--- src/hw/lce_cmd_macros.svh ---
/*
  Width and count settings of the data-cache command handler.
  Derived widths follow from the base values and assume powers of two.
*/
`ifndef LCE_CMD_MACROS_SVH
`define LCE_CMD_MACROS_SVH

`define LCE_PADDR_W      22
`define LCE_SETS         16
`define LCE_WAYS         4
`define LCE_DATA_W       64
`define LCE_NUM_CCE      2
`define LCE_NUM_LCE      4

`define LCE_INDEX_W      ($clog2(`LCE_SETS))
`define LCE_WAY_W        ($clog2(`LCE_WAYS))
`define LCE_BLOCK_OFF_W  ($clog2(`LCE_DATA_W))
`define LCE_TAG_W        (`LCE_PADDR_W - `LCE_INDEX_W - `LCE_BLOCK_OFF_W)
`define LCE_CCE_ID_W     ($clog2(`LCE_NUM_CCE))
`define LCE_LCE_ID_W     ($clog2(`LCE_NUM_LCE))

`endif

--- src/hw/lce_msg_pkg.sv ---
/*
  Coherence network message types between the directory and the agent.
  Command opcode 2 is left free, the transfer command is not supported.
*/
`include "lce_cmd_macros.svh"

package lce_msg_pkg;

  // commands from the directory
  typedef enum logic [2:0] {
    e_lce_cmd_sync           = 3'd0,
    e_lce_cmd_set_clear      = 3'd1,
    e_lce_cmd_writeback      = 3'd3,
    e_lce_cmd_set_tag        = 3'd4,
    e_lce_cmd_set_tag_wakeup = 3'd5,
    e_lce_cmd_invalidate_tag = 3'd6
  } lce_cmd_msg_e;

  // plain responses
  typedef enum logic [0:0] {
    e_lce_cce_sync_ack = 1'b0,
    e_lce_cce_inv_ack  = 1'b1
  } lce_resp_msg_e;

  // responses that may carry a line
  typedef enum logic [0:0] {
    e_lce_resp_wb      = 1'b0,
    e_lce_resp_null_wb = 1'b1
  } lce_data_resp_msg_e;

  // coherence state as stored in the tag memory
  typedef logic [1:0] coh_state_t;

  typedef logic [`LCE_CCE_ID_W-1:0] cce_id_t;

endpackage

--- src/hw/dcache_mem_pkg.sv ---
/*
  Cache memory packet types and the command handler state.
*/
`include "lce_cmd_macros.svh"

package dcache_mem_pkg;

  typedef enum logic [1:0] {
    e_dcache_lce_tag_mem_set_clear  = 2'd0,
    e_dcache_lce_tag_mem_set_tag    = 2'd1,
    e_dcache_lce_tag_mem_invalidate = 2'd2
  } tag_mem_op_e;

  typedef enum logic [1:0] {
    e_dcache_lce_stat_mem_set_clear   = 2'd0,
    e_dcache_lce_stat_mem_read        = 2'd1,
    e_dcache_lce_stat_mem_clear_dirty = 2'd2
  } stat_mem_op_e;

  typedef enum logic [2:0] {
    e_lce_cmd_state_sync,
    e_lce_cmd_state_ready,
    e_lce_cmd_state_wb,
    e_lce_cmd_state_wb_dirty,
    e_lce_cmd_state_wb_not_dirty
  } lce_cmd_state_e;

  typedef logic [`LCE_INDEX_W-1:0] cache_index_t;
  typedef logic [`LCE_WAY_W-1:0]   way_id_t;
  typedef logic [`LCE_TAG_W-1:0]   cache_tag_t;
  typedef logic [`LCE_DATA_W-1:0]  cache_line_t;

endpackage

--- src/hw/mem_pkt_if.sv ---
/*
  Tag, status and data memory requests of the command handler.
  Each request is valid/yumi; a yumi accepts the request in its cycle.
*/
`timescale 1ns/10ps

interface mem_pkt_if;
  import lce_msg_pkg::*;
  import dcache_mem_pkg::*;

  logic         tag_v;
  tag_mem_op_e  tag_op;
  cache_index_t tag_index;
  way_id_t      tag_way;
  cache_tag_t   tag_tag;
  coh_state_t   tag_state;
  logic         tag_yumi;

  logic         stat_v;
  stat_mem_op_e stat_op;
  cache_index_t stat_index;
  way_id_t      stat_way;
  logic         stat_yumi;

  // data memory reads only
  logic         data_v;
  cache_index_t data_index;
  way_id_t      data_way;
  logic         data_yumi;

  modport requester (
    output tag_v, tag_op, tag_index, tag_way, tag_tag, tag_state,
    output stat_v, stat_op, stat_index, stat_way,
    output data_v, data_index, data_way,
    input  tag_yumi, stat_yumi, data_yumi
  );

  modport memory (
    input  tag_v, tag_op, tag_index, tag_way, tag_tag, tag_state,
    input  stat_v, stat_op, stat_index, stat_way,
    input  data_v, data_index, data_way,
    output tag_yumi, stat_yumi, data_yumi
  );

endinterface

--- src/hw/lce_cmd_fsm.sv ---
/*
  Command decode and sequencing for one agent. Commands must hold stable
  until consumed. Only sync and set-clear are handled before sync is done;
  any other opcode waits unconsumed in the state where it is not decoded.
*/
`timescale 1ns/10ps
`include "lce_cmd_macros.svh"

module lce_cmd_fsm (
  input  logic                              clk_i,
  input  logic                              reset_i,
  mem_pkt_if.requester                      mem,

  input  logic                              lce_cmd_v_i,
  input  lce_msg_pkg::lce_cmd_msg_e         lce_cmd_msg_i,
  input  lce_msg_pkg::cce_id_t              lce_cmd_src_i,
  input  logic [`LCE_PADDR_W-1:0]           lce_cmd_addr_i,
  input  dcache_mem_pkg::way_id_t           lce_cmd_way_i,
  input  lce_msg_pkg::coh_state_t           lce_cmd_state_i,
  output logic                              lce_cmd_yumi_o,

  output logic                              lce_resp_v_o,
  output lce_msg_pkg::lce_resp_msg_e        lce_resp_msg_o,
  output lce_msg_pkg::cce_id_t              lce_resp_dst_o,
  output logic [`LCE_PADDR_W-1:0]           lce_resp_addr_o,
  input  logic                              lce_resp_yumi_i,

  output logic                              lce_data_resp_v_o,
  output lce_msg_pkg::lce_data_resp_msg_e   lce_data_resp_msg_o,
  output lce_msg_pkg::cce_id_t              lce_data_resp_dst_o,
  output logic [`LCE_PADDR_W-1:0]           lce_data_resp_addr_o,
  input  logic                              lce_data_resp_ready_i,

  input  logic [`LCE_WAYS-1:0]              dirty_i,
  output logic                              sync_done_o,
  output logic                              tag_set_o,
  output logic                              tag_set_wakeup_o,

  output logic                              sync_ack_o,
  input  logic                              last_cce_i,

  output logic                              wb_start_o,
  input  logic                              data_read_i,
  input  logic                              dirty_cleared_i,
  output logic                              resp_done_o,
  input  logic                              inv_pending_i,
  output logic                              tag_accepted_o
);
  import lce_msg_pkg::*;
  import dcache_mem_pkg::*;

  lce_cmd_state_e state_r;
  lce_cmd_state_e state_n;
  cache_index_t   cmd_index;
  cache_tag_t     cmd_tag;
  logic           data_resp_done;

  assign cmd_index = lce_cmd_addr_i[`LCE_BLOCK_OFF_W +: `LCE_INDEX_W];
  assign cmd_tag   = lce_cmd_addr_i[`LCE_BLOCK_OFF_W + `LCE_INDEX_W +: `LCE_TAG_W];

  // packet fields follow the held command, only valids and opcodes vary
  assign mem.tag_index  = cmd_index;
  assign mem.tag_way    = lce_cmd_way_i;
  assign mem.tag_tag    = cmd_tag;
  assign mem.tag_state  = lce_cmd_state_i;
  assign mem.stat_index = cmd_index;
  assign mem.stat_way   = lce_cmd_way_i;
  assign mem.data_index = cmd_index;
  assign mem.data_way   = lce_cmd_way_i;

  assign lce_resp_dst_o       = lce_cmd_src_i;
  assign lce_resp_addr_o      = lce_cmd_addr_i;
  assign lce_data_resp_dst_o  = lce_cmd_src_i;
  assign lce_data_resp_addr_o = lce_cmd_addr_i;
  assign lce_data_resp_msg_o  = (state_r == e_lce_cmd_state_wb_not_dirty) ?
                                e_lce_resp_null_wb : e_lce_resp_wb;

  assign data_resp_done = lce_data_resp_v_o & lce_data_resp_ready_i;
  assign resp_done_o    = data_resp_done | (lce_resp_v_o & lce_resp_yumi_i);
  assign wb_start_o     = (state_r == e_lce_cmd_state_wb_dirty);
  assign sync_done_o    = (state_r != e_lce_cmd_state_sync);

  always_comb begin
    state_n           = state_r;
    lce_cmd_yumi_o    = 1'b0;
    lce_resp_v_o      = 1'b0;
    lce_resp_msg_o    = e_lce_cce_sync_ack;
    lce_data_resp_v_o = 1'b0;
    tag_set_o         = 1'b0;
    tag_set_wakeup_o  = 1'b0;
    sync_ack_o        = 1'b0;
    tag_accepted_o    = 1'b0;
    mem.tag_v         = 1'b0;
    mem.tag_op        = e_dcache_lce_tag_mem_set_tag;
    mem.stat_v        = 1'b0;
    mem.stat_op       = e_dcache_lce_stat_mem_read;
    mem.data_v        = 1'b0;

    case (state_r)
      e_lce_cmd_state_sync: begin
        case (lce_cmd_msg_i)
          e_lce_cmd_sync: begin
            lce_resp_v_o   = lce_cmd_v_i;
            lce_cmd_yumi_o = lce_resp_yumi_i;
            sync_ack_o     = lce_resp_yumi_i;
            // leave on the ack to the last directory
            if (last_cce_i & lce_resp_yumi_i) begin
              state_n = e_lce_cmd_state_ready;
            end
          end
          e_lce_cmd_set_clear: begin
            mem.tag_v      = lce_cmd_v_i;
            mem.tag_op     = e_dcache_lce_tag_mem_set_clear;
            mem.stat_v     = lce_cmd_v_i;
            mem.stat_op    = e_dcache_lce_stat_mem_set_clear;
            lce_cmd_yumi_o = mem.tag_yumi & mem.stat_yumi;
          end
          default: ;
        endcase
      end

      e_lce_cmd_state_ready: begin
        case (lce_cmd_msg_i)
          e_lce_cmd_set_tag: begin
            mem.tag_v      = lce_cmd_v_i;
            lce_cmd_yumi_o = mem.tag_yumi;
            tag_set_o      = mem.tag_yumi;
          end
          e_lce_cmd_set_tag_wakeup: begin
            mem.tag_v        = lce_cmd_v_i;
            lce_cmd_yumi_o   = mem.tag_yumi;
            tag_set_wakeup_o = mem.tag_yumi;
          end
          e_lce_cmd_invalidate_tag: begin
            // tag first, then hold the ack until taken
            mem.tag_v      = lce_cmd_v_i & ~inv_pending_i;
            mem.tag_op     = e_dcache_lce_tag_mem_invalidate;
            tag_accepted_o = mem.tag_yumi;
            lce_resp_v_o   = inv_pending_i | mem.tag_yumi;
            lce_resp_msg_o = e_lce_cce_inv_ack;
            lce_cmd_yumi_o = lce_resp_yumi_i;
          end
          e_lce_cmd_writeback: begin
            mem.stat_v = lce_cmd_v_i;
            if (mem.stat_yumi) begin
              state_n = e_lce_cmd_state_wb;
            end
          end
          default: ;
        endcase
      end

      // status read data is on dirty_i now
      e_lce_cmd_state_wb: begin
        state_n = dirty_i[lce_cmd_way_i] ? e_lce_cmd_state_wb_dirty :
                  e_lce_cmd_state_wb_not_dirty;
      end

      e_lce_cmd_state_wb_dirty: begin
        mem.data_v        = ~data_read_i;
        // dirty bit is cleared once the line is safely read
        mem.stat_v        = ~dirty_cleared_i & (data_read_i | mem.data_yumi);
        mem.stat_op       = e_dcache_lce_stat_mem_clear_dirty;
        lce_data_resp_v_o = data_read_i & (dirty_cleared_i | mem.stat_yumi);
        lce_cmd_yumi_o    = data_resp_done;
        if (data_resp_done) begin
          state_n = e_lce_cmd_state_ready;
        end
      end

      e_lce_cmd_state_wb_not_dirty: begin
        lce_data_resp_v_o = 1'b1;
        lce_cmd_yumi_o    = data_resp_done;
        if (data_resp_done) begin
          state_n = e_lce_cmd_state_ready;
        end
      end

      default: state_n = e_lce_cmd_state_sync;
    endcase
  end

  always_ff @(posedge clk_i) begin
    if (reset_i) begin
      state_r <= e_lce_cmd_state_sync;
    end else begin
      state_r <= state_n;
    end
  end

endmodule

--- src/hw/sync_ack_counter.sv ---
/*
  Counts sync-acks accepted by the directories during the sync phase.
  The count saturates once every directory has been acknowledged.
*/
`timescale 1ns/10ps
`include "lce_cmd_macros.svh"

module sync_ack_counter (
  input  logic clk_i,
  input  logic reset_i,
  input  logic sync_ack_i,
  output logic last_cce_o
);

  localparam int CNT_W = $clog2(`LCE_NUM_CCE + 1);

  logic [CNT_W-1:0] count_r;

  always_ff @(posedge clk_i) begin
    if (reset_i) begin
      count_r <= '0;
    end else if (sync_ack_i && (count_r != CNT_W'(`LCE_NUM_CCE))) begin
      count_r <= count_r + 1'b1;
    end
  end

  // next accepted ack completes the sync phase
  assign last_cce_o = (count_r == CNT_W'(`LCE_NUM_CCE - 1));

endmodule

--- src/hw/wb_data_buffer.sv ---
/*
  Writeback progress flags and the buffered line.
  Memory read data is expected one cycle after the read is accepted.
  All flags drop when the pending response completes.
*/
`timescale 1ns/10ps

module wb_data_buffer (
  input  logic                        clk_i,
  input  logic                        reset_i,
  input  logic                        data_yumi_i,
  input  logic                        stat_yumi_i,
  input  logic                        wb_start_i,
  input  logic                        resp_done_i,
  input  logic                        tag_accepted_i,
  input  dcache_mem_pkg::cache_line_t data_mem_data_i,
  output logic                        data_read_o,
  output logic                        dirty_cleared_o,
  output logic                        inv_pending_o,
  output dcache_mem_pkg::cache_line_t line_o
);
  import dcache_mem_pkg::*;

  logic        data_read_r;
  logic        dirty_cleared_r;
  logic        inv_pending_r;
  // memory data arrives this cycle
  logic        capture_r;
  cache_line_t line_r;

  always_ff @(posedge clk_i) begin
    if (reset_i || resp_done_i) begin
      data_read_r     <= 1'b0;
      dirty_cleared_r <= 1'b0;
      inv_pending_r   <= 1'b0;
    end else begin
      if (wb_start_i && data_yumi_i) begin
        data_read_r <= 1'b1;
      end
      if (wb_start_i && stat_yumi_i) begin
        dirty_cleared_r <= 1'b1;
      end
      if (tag_accepted_i) begin
        inv_pending_r <= 1'b1;
      end
    end
  end

  always_ff @(posedge clk_i) begin
    if (reset_i) begin
      capture_r <= 1'b0;
    end else begin
      capture_r <= wb_start_i & data_yumi_i;
    end
  end

  always_ff @(posedge clk_i) begin
    if (capture_r) begin
      line_r <= data_mem_data_i;
    end
  end

  assign data_read_o     = data_read_r;
  assign dirty_cleared_o = dirty_cleared_r;
  assign inv_pending_o   = inv_pending_r;
  // bypass so the response can leave in the capture cycle
  assign line_o          = capture_r ? data_mem_data_i : line_r;

endmodule

--- src/hw/lce_cmd_top.sv ---
/*
  Data-cache command handler for a single agent, one command at a time.
  Memory requests are valid/yumi, the data response is valid/ready.
*/
`timescale 1ns/10ps
`include "lce_cmd_macros.svh"

module lce_cmd_top (
  input  logic                              clk_i,
  input  logic                              reset_i,

  input  logic                              lce_cmd_v_i,
  input  lce_msg_pkg::lce_cmd_msg_e         lce_cmd_msg_i,
  input  lce_msg_pkg::cce_id_t              lce_cmd_src_i,
  input  logic [`LCE_PADDR_W-1:0]           lce_cmd_addr_i,
  input  dcache_mem_pkg::way_id_t           lce_cmd_way_i,
  input  lce_msg_pkg::coh_state_t           lce_cmd_state_i,
  output logic                              lce_cmd_yumi_o,

  output logic                              lce_resp_v_o,
  output lce_msg_pkg::lce_resp_msg_e        lce_resp_msg_o,
  output lce_msg_pkg::cce_id_t              lce_resp_dst_o,
  output logic [`LCE_PADDR_W-1:0]           lce_resp_addr_o,
  input  logic                              lce_resp_yumi_i,

  output logic                              lce_data_resp_v_o,
  output lce_msg_pkg::lce_data_resp_msg_e   lce_data_resp_msg_o,
  output lce_msg_pkg::cce_id_t              lce_data_resp_dst_o,
  output logic [`LCE_PADDR_W-1:0]           lce_data_resp_addr_o,
  output dcache_mem_pkg::cache_line_t       lce_data_resp_data_o,
  input  logic                              lce_data_resp_ready_i,

  output logic                              tag_mem_v_o,
  output dcache_mem_pkg::tag_mem_op_e       tag_mem_op_o,
  output dcache_mem_pkg::cache_index_t      tag_mem_index_o,
  output dcache_mem_pkg::way_id_t           tag_mem_way_o,
  output dcache_mem_pkg::cache_tag_t        tag_mem_tag_o,
  output lce_msg_pkg::coh_state_t           tag_mem_state_o,
  input  logic                              tag_mem_yumi_i,

  output logic                              stat_mem_v_o,
  output dcache_mem_pkg::stat_mem_op_e      stat_mem_op_o,
  output dcache_mem_pkg::cache_index_t      stat_mem_index_o,
  output dcache_mem_pkg::way_id_t           stat_mem_way_o,
  input  logic                              stat_mem_yumi_i,
  input  logic [`LCE_WAYS-1:0]              dirty_i,

  output logic                              data_mem_v_o,
  output dcache_mem_pkg::cache_index_t      data_mem_index_o,
  output dcache_mem_pkg::way_id_t           data_mem_way_o,
  input  logic                              data_mem_yumi_i,
  input  dcache_mem_pkg::cache_line_t       data_mem_data_i,

  output logic                              sync_done_o,
  output logic                              tag_set_o,
  output logic                              tag_set_wakeup_o
);

  logic sync_ack;
  logic last_cce;
  logic wb_start;
  logic data_read;
  logic dirty_cleared;
  logic resp_done;
  logic inv_pending;
  logic tag_accepted;

  mem_pkt_if mem ();

  assign tag_mem_v_o      = mem.tag_v;
  assign tag_mem_op_o     = mem.tag_op;
  assign tag_mem_index_o  = mem.tag_index;
  assign tag_mem_way_o    = mem.tag_way;
  assign tag_mem_tag_o    = mem.tag_tag;
  assign tag_mem_state_o  = mem.tag_state;
  assign mem.tag_yumi     = tag_mem_yumi_i;

  assign stat_mem_v_o     = mem.stat_v;
  assign stat_mem_op_o    = mem.stat_op;
  assign stat_mem_index_o = mem.stat_index;
  assign stat_mem_way_o   = mem.stat_way;
  assign mem.stat_yumi    = stat_mem_yumi_i;

  assign data_mem_v_o     = mem.data_v;
  assign data_mem_index_o = mem.data_index;
  assign data_mem_way_o   = mem.data_way;
  assign mem.data_yumi    = data_mem_yumi_i;

  lce_cmd_fsm u_lce_cmd_fsm (
    .clk_i                 (clk_i),
    .reset_i               (reset_i),
    .mem                   (mem.requester),
    .lce_cmd_v_i           (lce_cmd_v_i),
    .lce_cmd_msg_i         (lce_cmd_msg_i),
    .lce_cmd_src_i         (lce_cmd_src_i),
    .lce_cmd_addr_i        (lce_cmd_addr_i),
    .lce_cmd_way_i         (lce_cmd_way_i),
    .lce_cmd_state_i       (lce_cmd_state_i),
    .lce_cmd_yumi_o        (lce_cmd_yumi_o),
    .lce_resp_v_o          (lce_resp_v_o),
    .lce_resp_msg_o        (lce_resp_msg_o),
    .lce_resp_dst_o        (lce_resp_dst_o),
    .lce_resp_addr_o       (lce_resp_addr_o),
    .lce_resp_yumi_i       (lce_resp_yumi_i),
    .lce_data_resp_v_o     (lce_data_resp_v_o),
    .lce_data_resp_msg_o   (lce_data_resp_msg_o),
    .lce_data_resp_dst_o   (lce_data_resp_dst_o),
    .lce_data_resp_addr_o  (lce_data_resp_addr_o),
    .lce_data_resp_ready_i (lce_data_resp_ready_i),
    .dirty_i               (dirty_i),
    .sync_done_o           (sync_done_o),
    .tag_set_o             (tag_set_o),
    .tag_set_wakeup_o      (tag_set_wakeup_o),
    .sync_ack_o            (sync_ack),
    .last_cce_i            (last_cce),
    .wb_start_o            (wb_start),
    .data_read_i           (data_read),
    .dirty_cleared_i       (dirty_cleared),
    .resp_done_o           (resp_done),
    .inv_pending_i         (inv_pending),
    .tag_accepted_o        (tag_accepted)
  );

  sync_ack_counter u_sync_ack_counter (
    .clk_i      (clk_i),
    .reset_i    (reset_i),
    .sync_ack_i (sync_ack),
    .last_cce_o (last_cce)
  );

  wb_data_buffer u_wb_data_buffer (
    .clk_i           (clk_i),
    .reset_i         (reset_i),
    .data_yumi_i     (mem.data_yumi),
    .stat_yumi_i     (mem.stat_yumi),
    .wb_start_i      (wb_start),
    .resp_done_i     (resp_done),
    .tag_accepted_i  (tag_accepted),
    .data_mem_data_i (data_mem_data_i),
    .data_read_o     (data_read),
    .dirty_cleared_o (dirty_cleared),
    .inv_pending_o   (inv_pending),
    .line_o          (lce_data_resp_data_o)
  );

endmodule

--- config.mk ---
export PLATFORM = sky130hd
export DESIGN_NAME = lce_cmd_top
export DESIGN_NICKNAME = d
export VERILOG_FILES = /design/src/hw/lce_msg_pkg.sv /design/src/hw/dcache_mem_pkg.sv /design/src/hw/mem_pkt_if.sv /design/src/hw/lce_cmd_fsm.sv /design/src/hw/sync_ack_counter.sv /design/src/hw/wb_data_buffer.sv /design/src/hw/lce_cmd_top.sv
export VERILOG_INCLUDE_DIRS = /design/src /design/src/hw
export SDC_FILE = /design/constraint.sdc
export NUM_CORES = 1
export LEC_CHECK = 0
export BUFFER_PORTS_ARGS = -buffer_cell sky130_fd_sc_hd__buf_2
export CORE_UTILIZATION = 35
export CTS_BUF_LIST = sky130_fd_sc_hd__clkbuf_8
export DETAILED_ROUTE_END_ITERATION = 16
export PLACE_DENSITY_LB_ADDON = 0.1
export REMOVE_ABC_BUFFERS = 1
export SLEW_MARGIN = 5
export SYNTH_ARGS = -nofsm -noshare
export SYNTH_HDL_FRONTEND = slang
export SYNTH_HIERARCHICAL = 1
export SYNTH_SLANG_ARGS = --single-unit
--- constraint.sdc ---
create_clock -name clk_i -period 4.6 [get_ports clk_i]
set_clock_uncertainty 0.1 [all_clocks]
set_input_delay 1.15 -clock clk_i [delete_from_list [all_inputs] [get_ports clk_i]]
set_output_delay 1.15 -clock clk_i [all_outputs]
set_load 0.03 [all_outputs]
Word level (Yosys, flattened, before mapping)
Index checks and enable logic that the tools add are counted.
W data, S select, Z words.
{"block": "totals", "latch_bits": 0, "out_inout_bits": 157, "word_cells": 88, "inputBits": 106, "memories": 0, "regBits": 73, "ramBits": 0, "mem_bits_ro": 0}
{"block": "op_classes", "reduce_logical": 10, "muxes": 38, "eq_ne": 16, "n_div": 0, "shifts": 0, "bitwise_logic": 15, "n_lt_le_gt_ge": 1, "addsub": 1, "multipliers": 0}
{"operator": "$mux W64", "n": 1}
{"operator": "$mux W1", "n": 18}
{"operator": "$mux W3", "n": 6}
{"operator": "$eq A3 B3 Y1 const B", "n": 4}
{"operator": "$pmux W1 S2", "n": 6}
{"operator": "$pmux W3 S4", "n": 1}
{"operator": "$eq A3 B2 Y1 const B", "n": 3}
{"operator": "$and A1 B1 Y1", "n": 8}
{"operator": "$pmux W2 S2", "n": 2}
{"operator": "$eq A3 B1 Y1 const B", "n": 2}
{"operator": "$logic_not A3 Y1", "n": 2}
{"operator": "$ne A2 B1 Y1 const B", "n": 3}
{"operator": "$ne A2 B2 Y1 const B", "n": 3}
{"operator": "$pmux W1 S3", "n": 2}
{"operator": "$reduce_and A5 Y1", "n": 1}
{"operator": "$or A1 B1 Y1", "n": 4}
{"operator": "$reduce_or A2 Y1", "n": 2}
{"operator": "$logic_and A1 B1 Y1", "n": 3}
{"operator": "$lt A2 B3 Y1 const B", "n": 1}
{"operator": "$not A1 Y1", "n": 3}
{"operator": "$reduce_bool A3 Y1", "n": 1}
{"operator": "$add A2 B1 Y2 const B", "n": 1}
{"operator": "$bmux W1 S2", "n": 1}
{"operator": "$eq A2 B1 Y1 const B", "n": 1}
{"operator": "other kinds (2)", "n": 2}

Longest topological paths before layout
Gate-level depths: netlist of run 1.
{"block": "depth", "depth_word": 6, "ltp_mapped": 7, "ltp_nobuf": 6}

By module
The synthesis of run 1 kept the hierarchy.
{"module": "wb_data_buffer", "cells_each": 147, "area_per_inst_um2": 2474.9, "n_inst": 1}
{"module": "lce_cmd_fsm", "cells_each": 148, "area_per_inst_um2": 1058.5, "n_inst": 1}
{"module": "sync_ack_counter", "cells_each": 12, "area_per_inst_um2": 118.9, "n_inst": 1}

Worst setup path before layout of run 1
No wires, ideal clock.
{"block": "synth_path", "path_kind": "input to output", "from": "input port lce_cmd_msg_i[0]", "to": "output port lce_resp_v_o", "path_stages": 6, "n_path_buf": 2, "required_ns": 3.350, "slack_ns": 0.621, "t_arrival_ns": 2.729, "path_cell_list": "clkbuf_1 -> inv_1 -> and3_1 -> clkbuf_1 -> a32oi_1 -> nor3_1"}
{"block": "synth_between", "elab_chain_cells": 3, "elab_cells_between_ends": 5, "cone_classes": "1 x eq/ne; 3 x mux; 1 x reduce/logical"}
{"element": "from (decl)", "line": "lce_cmd_top.sv:13", "rtl": "input lce_msg_pkg::lce_cmd_msg_e lce_cmd_msg_i,"}
{"element": "$eq A3 B3 Y1 or $logic_not A3 Y1 (tied branches)", "line": "lce_cmd_fsm.sv:123, lce_cmd_fsm.sv:101"}
{"element": "$mux W1 (on tied branches)", "line": "lce_cmd_fsm.sv:123, lce_cmd_fsm.sv:101"}
{"element": "$pmux W1 S2 (*)", "line": "lce_cmd_fsm.sv:99", "rtl": "case (state_r)"}
{"element": "to (decl)", "line": "lce_cmd_top.sv:20", "rtl": "output logic lce_resp_v_o,"}
Mark *: on every way between the ends. The rest lies on a longest branch, timed or not.

Final worst setup path of run 1
{"block": "layout_path", "from": "input port lce_cmd_msg_i[2]", "to": "output port lce_cmd_yumi_o"}
{"block": "layout_between", "elab_chain_cells": 4, "elab_cells_between_ends": 9, "cone_classes": "4 x eq/ne; 3 x mux; 2 x reduce/logical"}
{"element": "$eq A3 B3 Y1", "line": "lce_cmd_fsm.sv:123", "rtl": "case (lce_cmd_msg_i)"}
{"element": "$reduce_or A2 Y1 (no source line)"}
{"element": "$pmux W1 S2", "line": "lce_cmd_fsm.sv:123"}
{"element": "$pmux W1 S3 (*)", "line": "lce_cmd_fsm.sv:99"}
{"element": "to (decl)", "line": "lce_cmd_top.sv:18", "rtl": "output logic lce_cmd_yumi_o,"}
Marks and branches as above.

==> results.ini, run 1 <==
[sta]
post-route-period-util_pct = 78.86
period_minus_slack_ns = 3.627
setup_viol = 0
setup_slack_ns = 0.9725
maxSlewHeadroom_pct = 50.74
finalSetupTns_ns = 0
rsz0062_at_grt = no
slew_violations = 0
worst_pin_slew_ns = 0.7390
holdWs_ns = 0.3705
hold_violations = 0
clock.fmax_mhz = 275.7

[die]
start_util_pct = 36.69
ioPinCount = 263
die_h_um = 104.2
die-width_um = 104.2
num_rows = 36
dieArea_um2 = 10850
core_region_area_um2 = 9955

[clock_network]
ctsHoldBuffers = 0
clock_path_buffers = 2
cts.repair.resized = 0
cts_setup_buffers = 0
cts_sinks = 73
cts-root-buf = clkbuf_8
numCtsBuffers = 9
ctsHtreeMaxLevel = 3
cts_tree = yes
cts.clk_slew.worst_paths_ns = 0.08
clock_latency_ns = 0.34

[global_routing]
grt_pass1_wl_um = 13480
grtUsageTotal_pct = 16.39
grt_max_degree = 40
first_global_vias = 2366
grt_overflow_total = 0
antenna_found_initial = 0

[synth]
synth_top_area_share_pct = 40.01
synthesis.area_um2 = 3652
syn_avg_cell_area_um2 = 11.90
synth.area.top_cells = dfxtp_1 40%, mux2_4 25%, buf_4 16%
ys_seq_elements = 73
synth_largest_area_cell = dfxtp_1
ys_seq_area_share_pct = 40.01
synthDistinctLibCells = 44
ys.flop_type = dfxtp_1
synthArstFlopShare_pct = 0
synthCells = 307
synth_edf_count = 0
yosys_warnings = 6

[routing]
drcViolationCount = 0
dr.pass1.iters = 4
via_per_inst = 4.699
wl_met1_um = 3936
wl_met2_um = 3381
drt-total-wl_um = 9110
ant_nets = 0
dr.first_iter.drc_count = 113
dr.max_layer_used = met5
via_count = 2500
met3WireLength_um = 1641
post_drt_wl_per_cell_um = 17.12

[place]
dp_worst_setup_slack_ns = 1.007
globalplace.congestion = 0.9485
io_buffers = 165
dp_hpwl_um = 7056
place_area_um2 = 3931

[run_status]
run_status = complete, no violations

[power]
p_per_area_nw_per_um2 = 305.0
p_total_uw = 1268
p_leak_uw = 0.002099
ir_worst_vdd_v = 0.0001615

[hold_path]
min_path_type = reg -> reg

[cells_and_area]
design_area_um2 = 4159
syn2layout_area_growth_pct = 13.87
fill_cells = 996
layout.nets = 502
drive_gt1_share_pct = 63.41
antenna_cells = 0

[worst_setup_path]
worstPathArrival_ns = 2.38
path_class = in -> out
critical_path.startpoint_type = primary input
reg2reg_slack_ns = 2.63
cp_max_fo = 6
required_ns = 3.35
endpoint_kind = output pin

[flow_run]
cap_violations = 0

## synth_stat cells (all sizes together), types with 2 or more instances
cell type	instances
nor2	12
nand2b	2
mux2	65
nand3b	2
inv	7
a32oi	2
buf	86
or3	2
ha	2
nand2	6
o21ai	4
clkbuf	4
a21oi	6
nor3	8
o31ai	2
nand3	3
and3	2
dfxtp	73
## flip-flops by register name (all words and copies together), names as in the netlist
signal / flops
u_sync_ack_counter/count_r: 2
u_lce_cmd_fsm/state_r: 3
u_wb_data_buffer/line_r: 64
u_wb_data_buffer/data_read_o: 1
u_wb_data_buffer/inv_pending_o: 1
u_wb_data_buffer/dirty_cleared_o: 1
u_wb_data_buffer/capture_r: 1
## worst max-delay path: stages
cell and delay, ns:
buf_2 0.13, or3_4 0.39, nor3_1 0.29, a22oi_1 0.12, nand3_1 0.10, buf_2 0.19
## area by class of cell
cell class | instances | area, um^2 | area share, %
flip-flops and latches | 73 | 1465 | 35.23
repair buffers | 166 | 845.8 | 20.34
clock buffers | 10 | 137.6 | 3.309
inverters | 7 | 26.28 | 0.6318
multi-input cells | 137 | 1428 | 34.33
well taps | 133 | 166.4 | 4.001
clock inverters | 6 | 90.09 | 2.166
## cell usage in the layout, fill, tap and decap left out, drive strengths merged, types with 4 or more instances in the layout
cell,instances
a21oi,6
buf,166
clkbuf,10
dfxtp,73
inv,8
mux2,65
nand2,6
nor2,12
nor3,8
o21ai,4
## final timing paths
path / cells past startpoint / startpoint / to
min reg2reg: 1 / u_wb_data_buffer/line_r[56] / u_wb_data_buffer/line_r[56]
max reg2reg: 4 / u_lce_cmd_fsm/state_r[0] / u_sync_ack_counter/count_r[0]
max: 6 / lce_cmd_msg_i[2] / lce_cmd_yumi_o
min: 1 / u_wb_data_buffer/line_r[56] / u_wb_data_buffer/line_r[56]
## metrics by stage
step	std cells	utilization, %
after CTS	532	41.78
after global routing	532	41.78
final	532	41.78
after global placement	516	39.49
after floorplan	217	-
after detailed placement	516	39.49
## per-layer routing
metal	global-route usage [%]	vias to the layer above
met1	20.41	1133
met2	20.00	211
met3	13.60	15
met5	6.190	-
li1	-	1139
met4	4.796	2
## report_power, final
group / switching (uW) / internal (uW)
Combinational: 35.1 / 35.0
Clock: 244 / 322
Sequential: 0.552 / 631
## logic make-up (layout without fill, tap and decap cells)
group / count (synthesis) / after routing / synth area share, %
xor+xnor: 1 / 1 / 0.2399
simple gates: 46 / 46 / 6.920
mux: 66 / 66 / 26.82
flops: 73 / 73 / 40.01
compound gates: 22 / 22 / 4.419
fa+ha+maj: 2 / 2 / 0.6851
buf+inv: 97 / 189 / 20.90
Power figures use the tool's default switching activity.
==> inputs of run 2 (changes only) <==
--- a/config.mk
+++ b/config.mk
@@ -6,6 +6,7 @@
 export SDC_FILE = /design/constraint.sdc
 export NUM_CORES = 1
 export LEC_CHECK = 0
+export ABC_AREA = 1
 export BUFFER_PORTS_ARGS = -buffer_cell sky130_fd_sc_hd__buf_2
 export CORE_UTILIZATION = 35
 export CTS_BUF_LIST = sky130_fd_sc_hd__clkbuf_8
==> constraint.sdc (replaced) <==
create_clock -name clk_i -period 3.25 [get_ports clk_i]
set_clock_uncertainty 0.1 [all_clocks]
set_input_delay 0.8125 -clock clk_i [delete_from_list [all_inputs] [get_ports clk_i]]
set_output_delay 0.8125 -clock clk_i [all_outputs]
set_load 0.03 [all_outputs]
==> results.ini, run 2 <==
[run_status]
run_status = complete, no violations

[cells_and_area]
top_regs = u_wb_data_buffer/line_r (64), u_lce_cmd_fsm/state_r (3), u_sync_ack_counter/count_r (2)
antenna_cells = 0  ; unchanged
design_area_um2 = 4478  ; +7.7%
layout.nets = 687  ; +37%
final_common_cell = buf_2
fill_cells = 1200  ; +20%
multi_input_area_um2 = 1396  ; -2.2%
top_register = u_wb_data_buffer/line_r
largest_register_ffs = 64  ; unchanged
mostFrequentLayoutCells = 165 x buf_2, 98 x nand2_1, 81 x inv_1, 72 x dfxtp_1, 66 x o21ai_2
seqCellArea_um2 = 1465  ; unchanged
drive_gt1_share_pct = 48.37  ; -15 points
syn2layout_area_growth_pct = 12.55

[routing]
drt-total-wl_um = 9705  ; +6.5%
drcViolationCount = 0  ; unchanged
ant_nets = 0  ; unchanged
via_per_inst = 4.372  ; -7.0%
dr.first_iter.drc_count = 133  ; +18%
dr.pass1.iters = 4  ; unchanged
post_drt_wl_per_cell_um = 13.42  ; -22%
via_count = 3161  ; +26%

[clock_network]
cts-root-buf = clkbuf_8
cts.clk_slew.worst_paths_ns = 0.08  ; about the same
ctsHoldBuffers = 0  ; unchanged
cts_sinks = 73  ; unchanged
clock_path_buffers = 2  ; unchanged
clock_latency_ns = 0.34  ; about the same
cts.repair.resized = 0  ; unchanged
cts_tree = yes
cts_setup_buffers = 0  ; unchanged
numCtsBuffers = 9  ; unchanged
ctsHtreeMaxLevel = 3  ; unchanged

[worst_setup_path]
cp_max_fo = 4  ; -2
required_ns = 2.34  ; -1.01 ns
worstPathCellList = buf_2, nor2_1, nand2_1, nor2_2, nand2_1, o211ai_1, buf_2
path_class = in -> out
cpMaxStageDelayCell = nor2_1
cpPeakStageDelay_ns = 0.22  ; -0.17 ns
endpoint_kind = output pin
worstPathArrival_ns = 1.86  ; -0.52 ns
reg2regPathDepth = 10  ; +6
critical_path.startpoint_type = primary input

[die]
start_util_pct = 36.38  ; -0.30 points
num_rows = 38  ; +5.6%
core_region_area_um2 = 10940  ; +9.9%
ioPinCount = 263  ; unchanged
die-width_um = 108.6  ; +4.3%
die_h_um = 108.6  ; +4.3%
dieArea_um2 = 11800  ; +8.8%

[synth]
ys_seq_area_share_pct = 36.73  ; -3.3 points
synth_top_area_share_pct = 36.73  ; -3.3 points
synthDistinctLibCells = 28  ; -36%
syn_avg_cell_area_um2 = 8.071  ; -32%
synthArstFlopShare_pct = 0  ; unchanged
synth_largest_area_cell = dfxtp_1
synthesis.area_um2 = 3979  ; +8.9%
synth.top_cells.by_count = 98 x nand2_1, 81 x inv_1, 78 x buf_4
synth_edf_count = 0  ; unchanged
ys_seq_elements = 73  ; unchanged
ys.flop_type = dfxtp_1
yosys_warnings = 6  ; unchanged
synthCells = 493  ; +61%
synth.area.top_cells = dfxtp_1 37%, buf_4 15%, o21ai_2 15%
yosysMostFrequentCell = nand2_1

[sta]
holdWs_ns = 0.3458  ; -0.02469 ns
period_minus_slack_ns = 2.774
maxSlewHeadroom_pct = 75.04  ; +24 points
setup_viol = 0  ; unchanged
worst_pin_slew_ns = 0.3740  ; -0.3650 ns
clock.fmax_mhz = 360.5
slew_violations = 0  ; unchanged
hold_violations = 0  ; unchanged
rsz0062_at_grt = no
post-route-period-util_pct = 85.34

[place]
io_buffers = 165  ; unchanged
dp_hpwl_um = 7619  ; +8.0%
place_area_um2 = 4237  ; +7.8%
globalplace.congestion = 0.8595  ; -9.4%

[hold_path]
min_path_type = reg -> reg
holdPathStages = 2  ; +1

[power]
power.switching_uw = 1784  ; +540%
p_leak_uw = 0.002403  ; +14%
ir_worst_vdd_v = 0.0004324  ; +170%
p_per_area_nw_per_um2 = 916.6  ; +200%
p_int_uw = 2321  ; +130%
p_clk_share_pct = 20.9  ; -24 points
seqPwrFrac_pct = 32.2  ; -18 points
switching_share_pct = 43.46  ; +21 points
pwr-share-comb_pct = 47.0  ; +42 points

[flow_run]
cap_violations = 0  ; unchanged

[global_routing]
grt_overflow_total = 0  ; unchanged
grt_max_degree = 57  ; +43%
grtUsageTotal_pct = 16.52  ; +0.13 points
antenna_found_initial = 0  ; unchanged
first_global_vias = 2851  ; +20%
grt_pass1_wl_um = 14490  ; +7.5%

-- run 2: cell count changes after synthesis, sizes merged, moves of 3 or more --
cell and delta:
inv +80, o21ai +67, buf +6, mux2 -65, clkbuf -3, nand2 +106
nand3 +9, nor2 +18, nor3 -6
-- run 2: metrics by stage --
stage,total power [uW],util (%),setup TNS (ns),cells,setup slack [ns]
6_report,4105,40.95,0,723,0.4763
3_3_place_gp,3265,38.74,0,708,0.5399
5_1_grt,4377,40.95,0,723,0.3919
3_5_place_dp,3279,38.74,0,708,0.4883
2_1_floorplan,2756,-,-187.99,400,-1.686
4_1_cts,4170,40.95,0,723,0.4869
-- run 2: worst paths after layout --
check,startpoint,endpoint,slack [ns]
setup reg to reg,u_lce_cmd_fsm/state_r[0],u_wb_data_buffer/inv_pending_o,1.52
hold / removal,u_wb_data_buffer/line_r[55],u_wb_data_buffer/line_r[55],0.35
setup / recovery,lce_cmd_msg_i[2],stat_mem_v_o,0.48
hold reg to reg,u_wb_data_buffer/line_r[55],u_wb_data_buffer/line_r[55],0.35
-- run 2: layer usage --
layer | up-vias | wire, um | global-route usage, %
li1 | 1611 | - | -
met1 | 1339 | 4247 | 20.45
met2 | 193 | 3640 | 20.25
met3 | 16 | 1650 | 12.37
met4 | 2 | 111 | 7.336
met5 | - | 54 | 5.357
-- run 2: cells by family (layout without fill, tap and decap cells) --
| logic type | count (synthesis) | count (layout) | synth area share (%) |
|---|---|---|---|
| compound gates | 79 | 79 | 16.70 |
| simple gates | 159 | 159 | 17.77 |
| flops | 73 | 73 | 36.73 |
| buf+inv | 180 | 270 | 28.18 |
| fa+ha+maj | 2 | 2 | 0.6288 |
-- run 2: final cells by class --
| cell class | instances | share of cell area [%] |
|---|---|---|
| tap | 140 | 3.912 |
| sequential | 73 | 32.72 |
| multi-input combinational | 240 | 31.18 |
| clock buffer | 10 | 3.073 |
| clock inverter | 5 | 2.319 |
| inverter | 87 | 7.293 |
| timing repair buffer | 168 | 19.50 |
-- run 2: power groups by stage --
stage          clock network [uW]  registers [uW]  logic [uW]
4_1_cts                       898            1320        1950
2_1_floorplan                   0            1330        1420
6_report                      857            1320        1930
3_5_place_dp                    0            1340        1940
5_1_grt                       928            1350        2100
3_3_place_gp                    0            1330        1930
-- run 2: worst max-delay path: cells and delay by family --
| family | cells | cell delay (ns) |
|---|---|---|
| AO/OA/AOI/OAI | 1 | 0.08 |
| buffers and inverters | 2 | 0.33 |
| AND/OR/NAND/NOR | 4 | 0.63 |
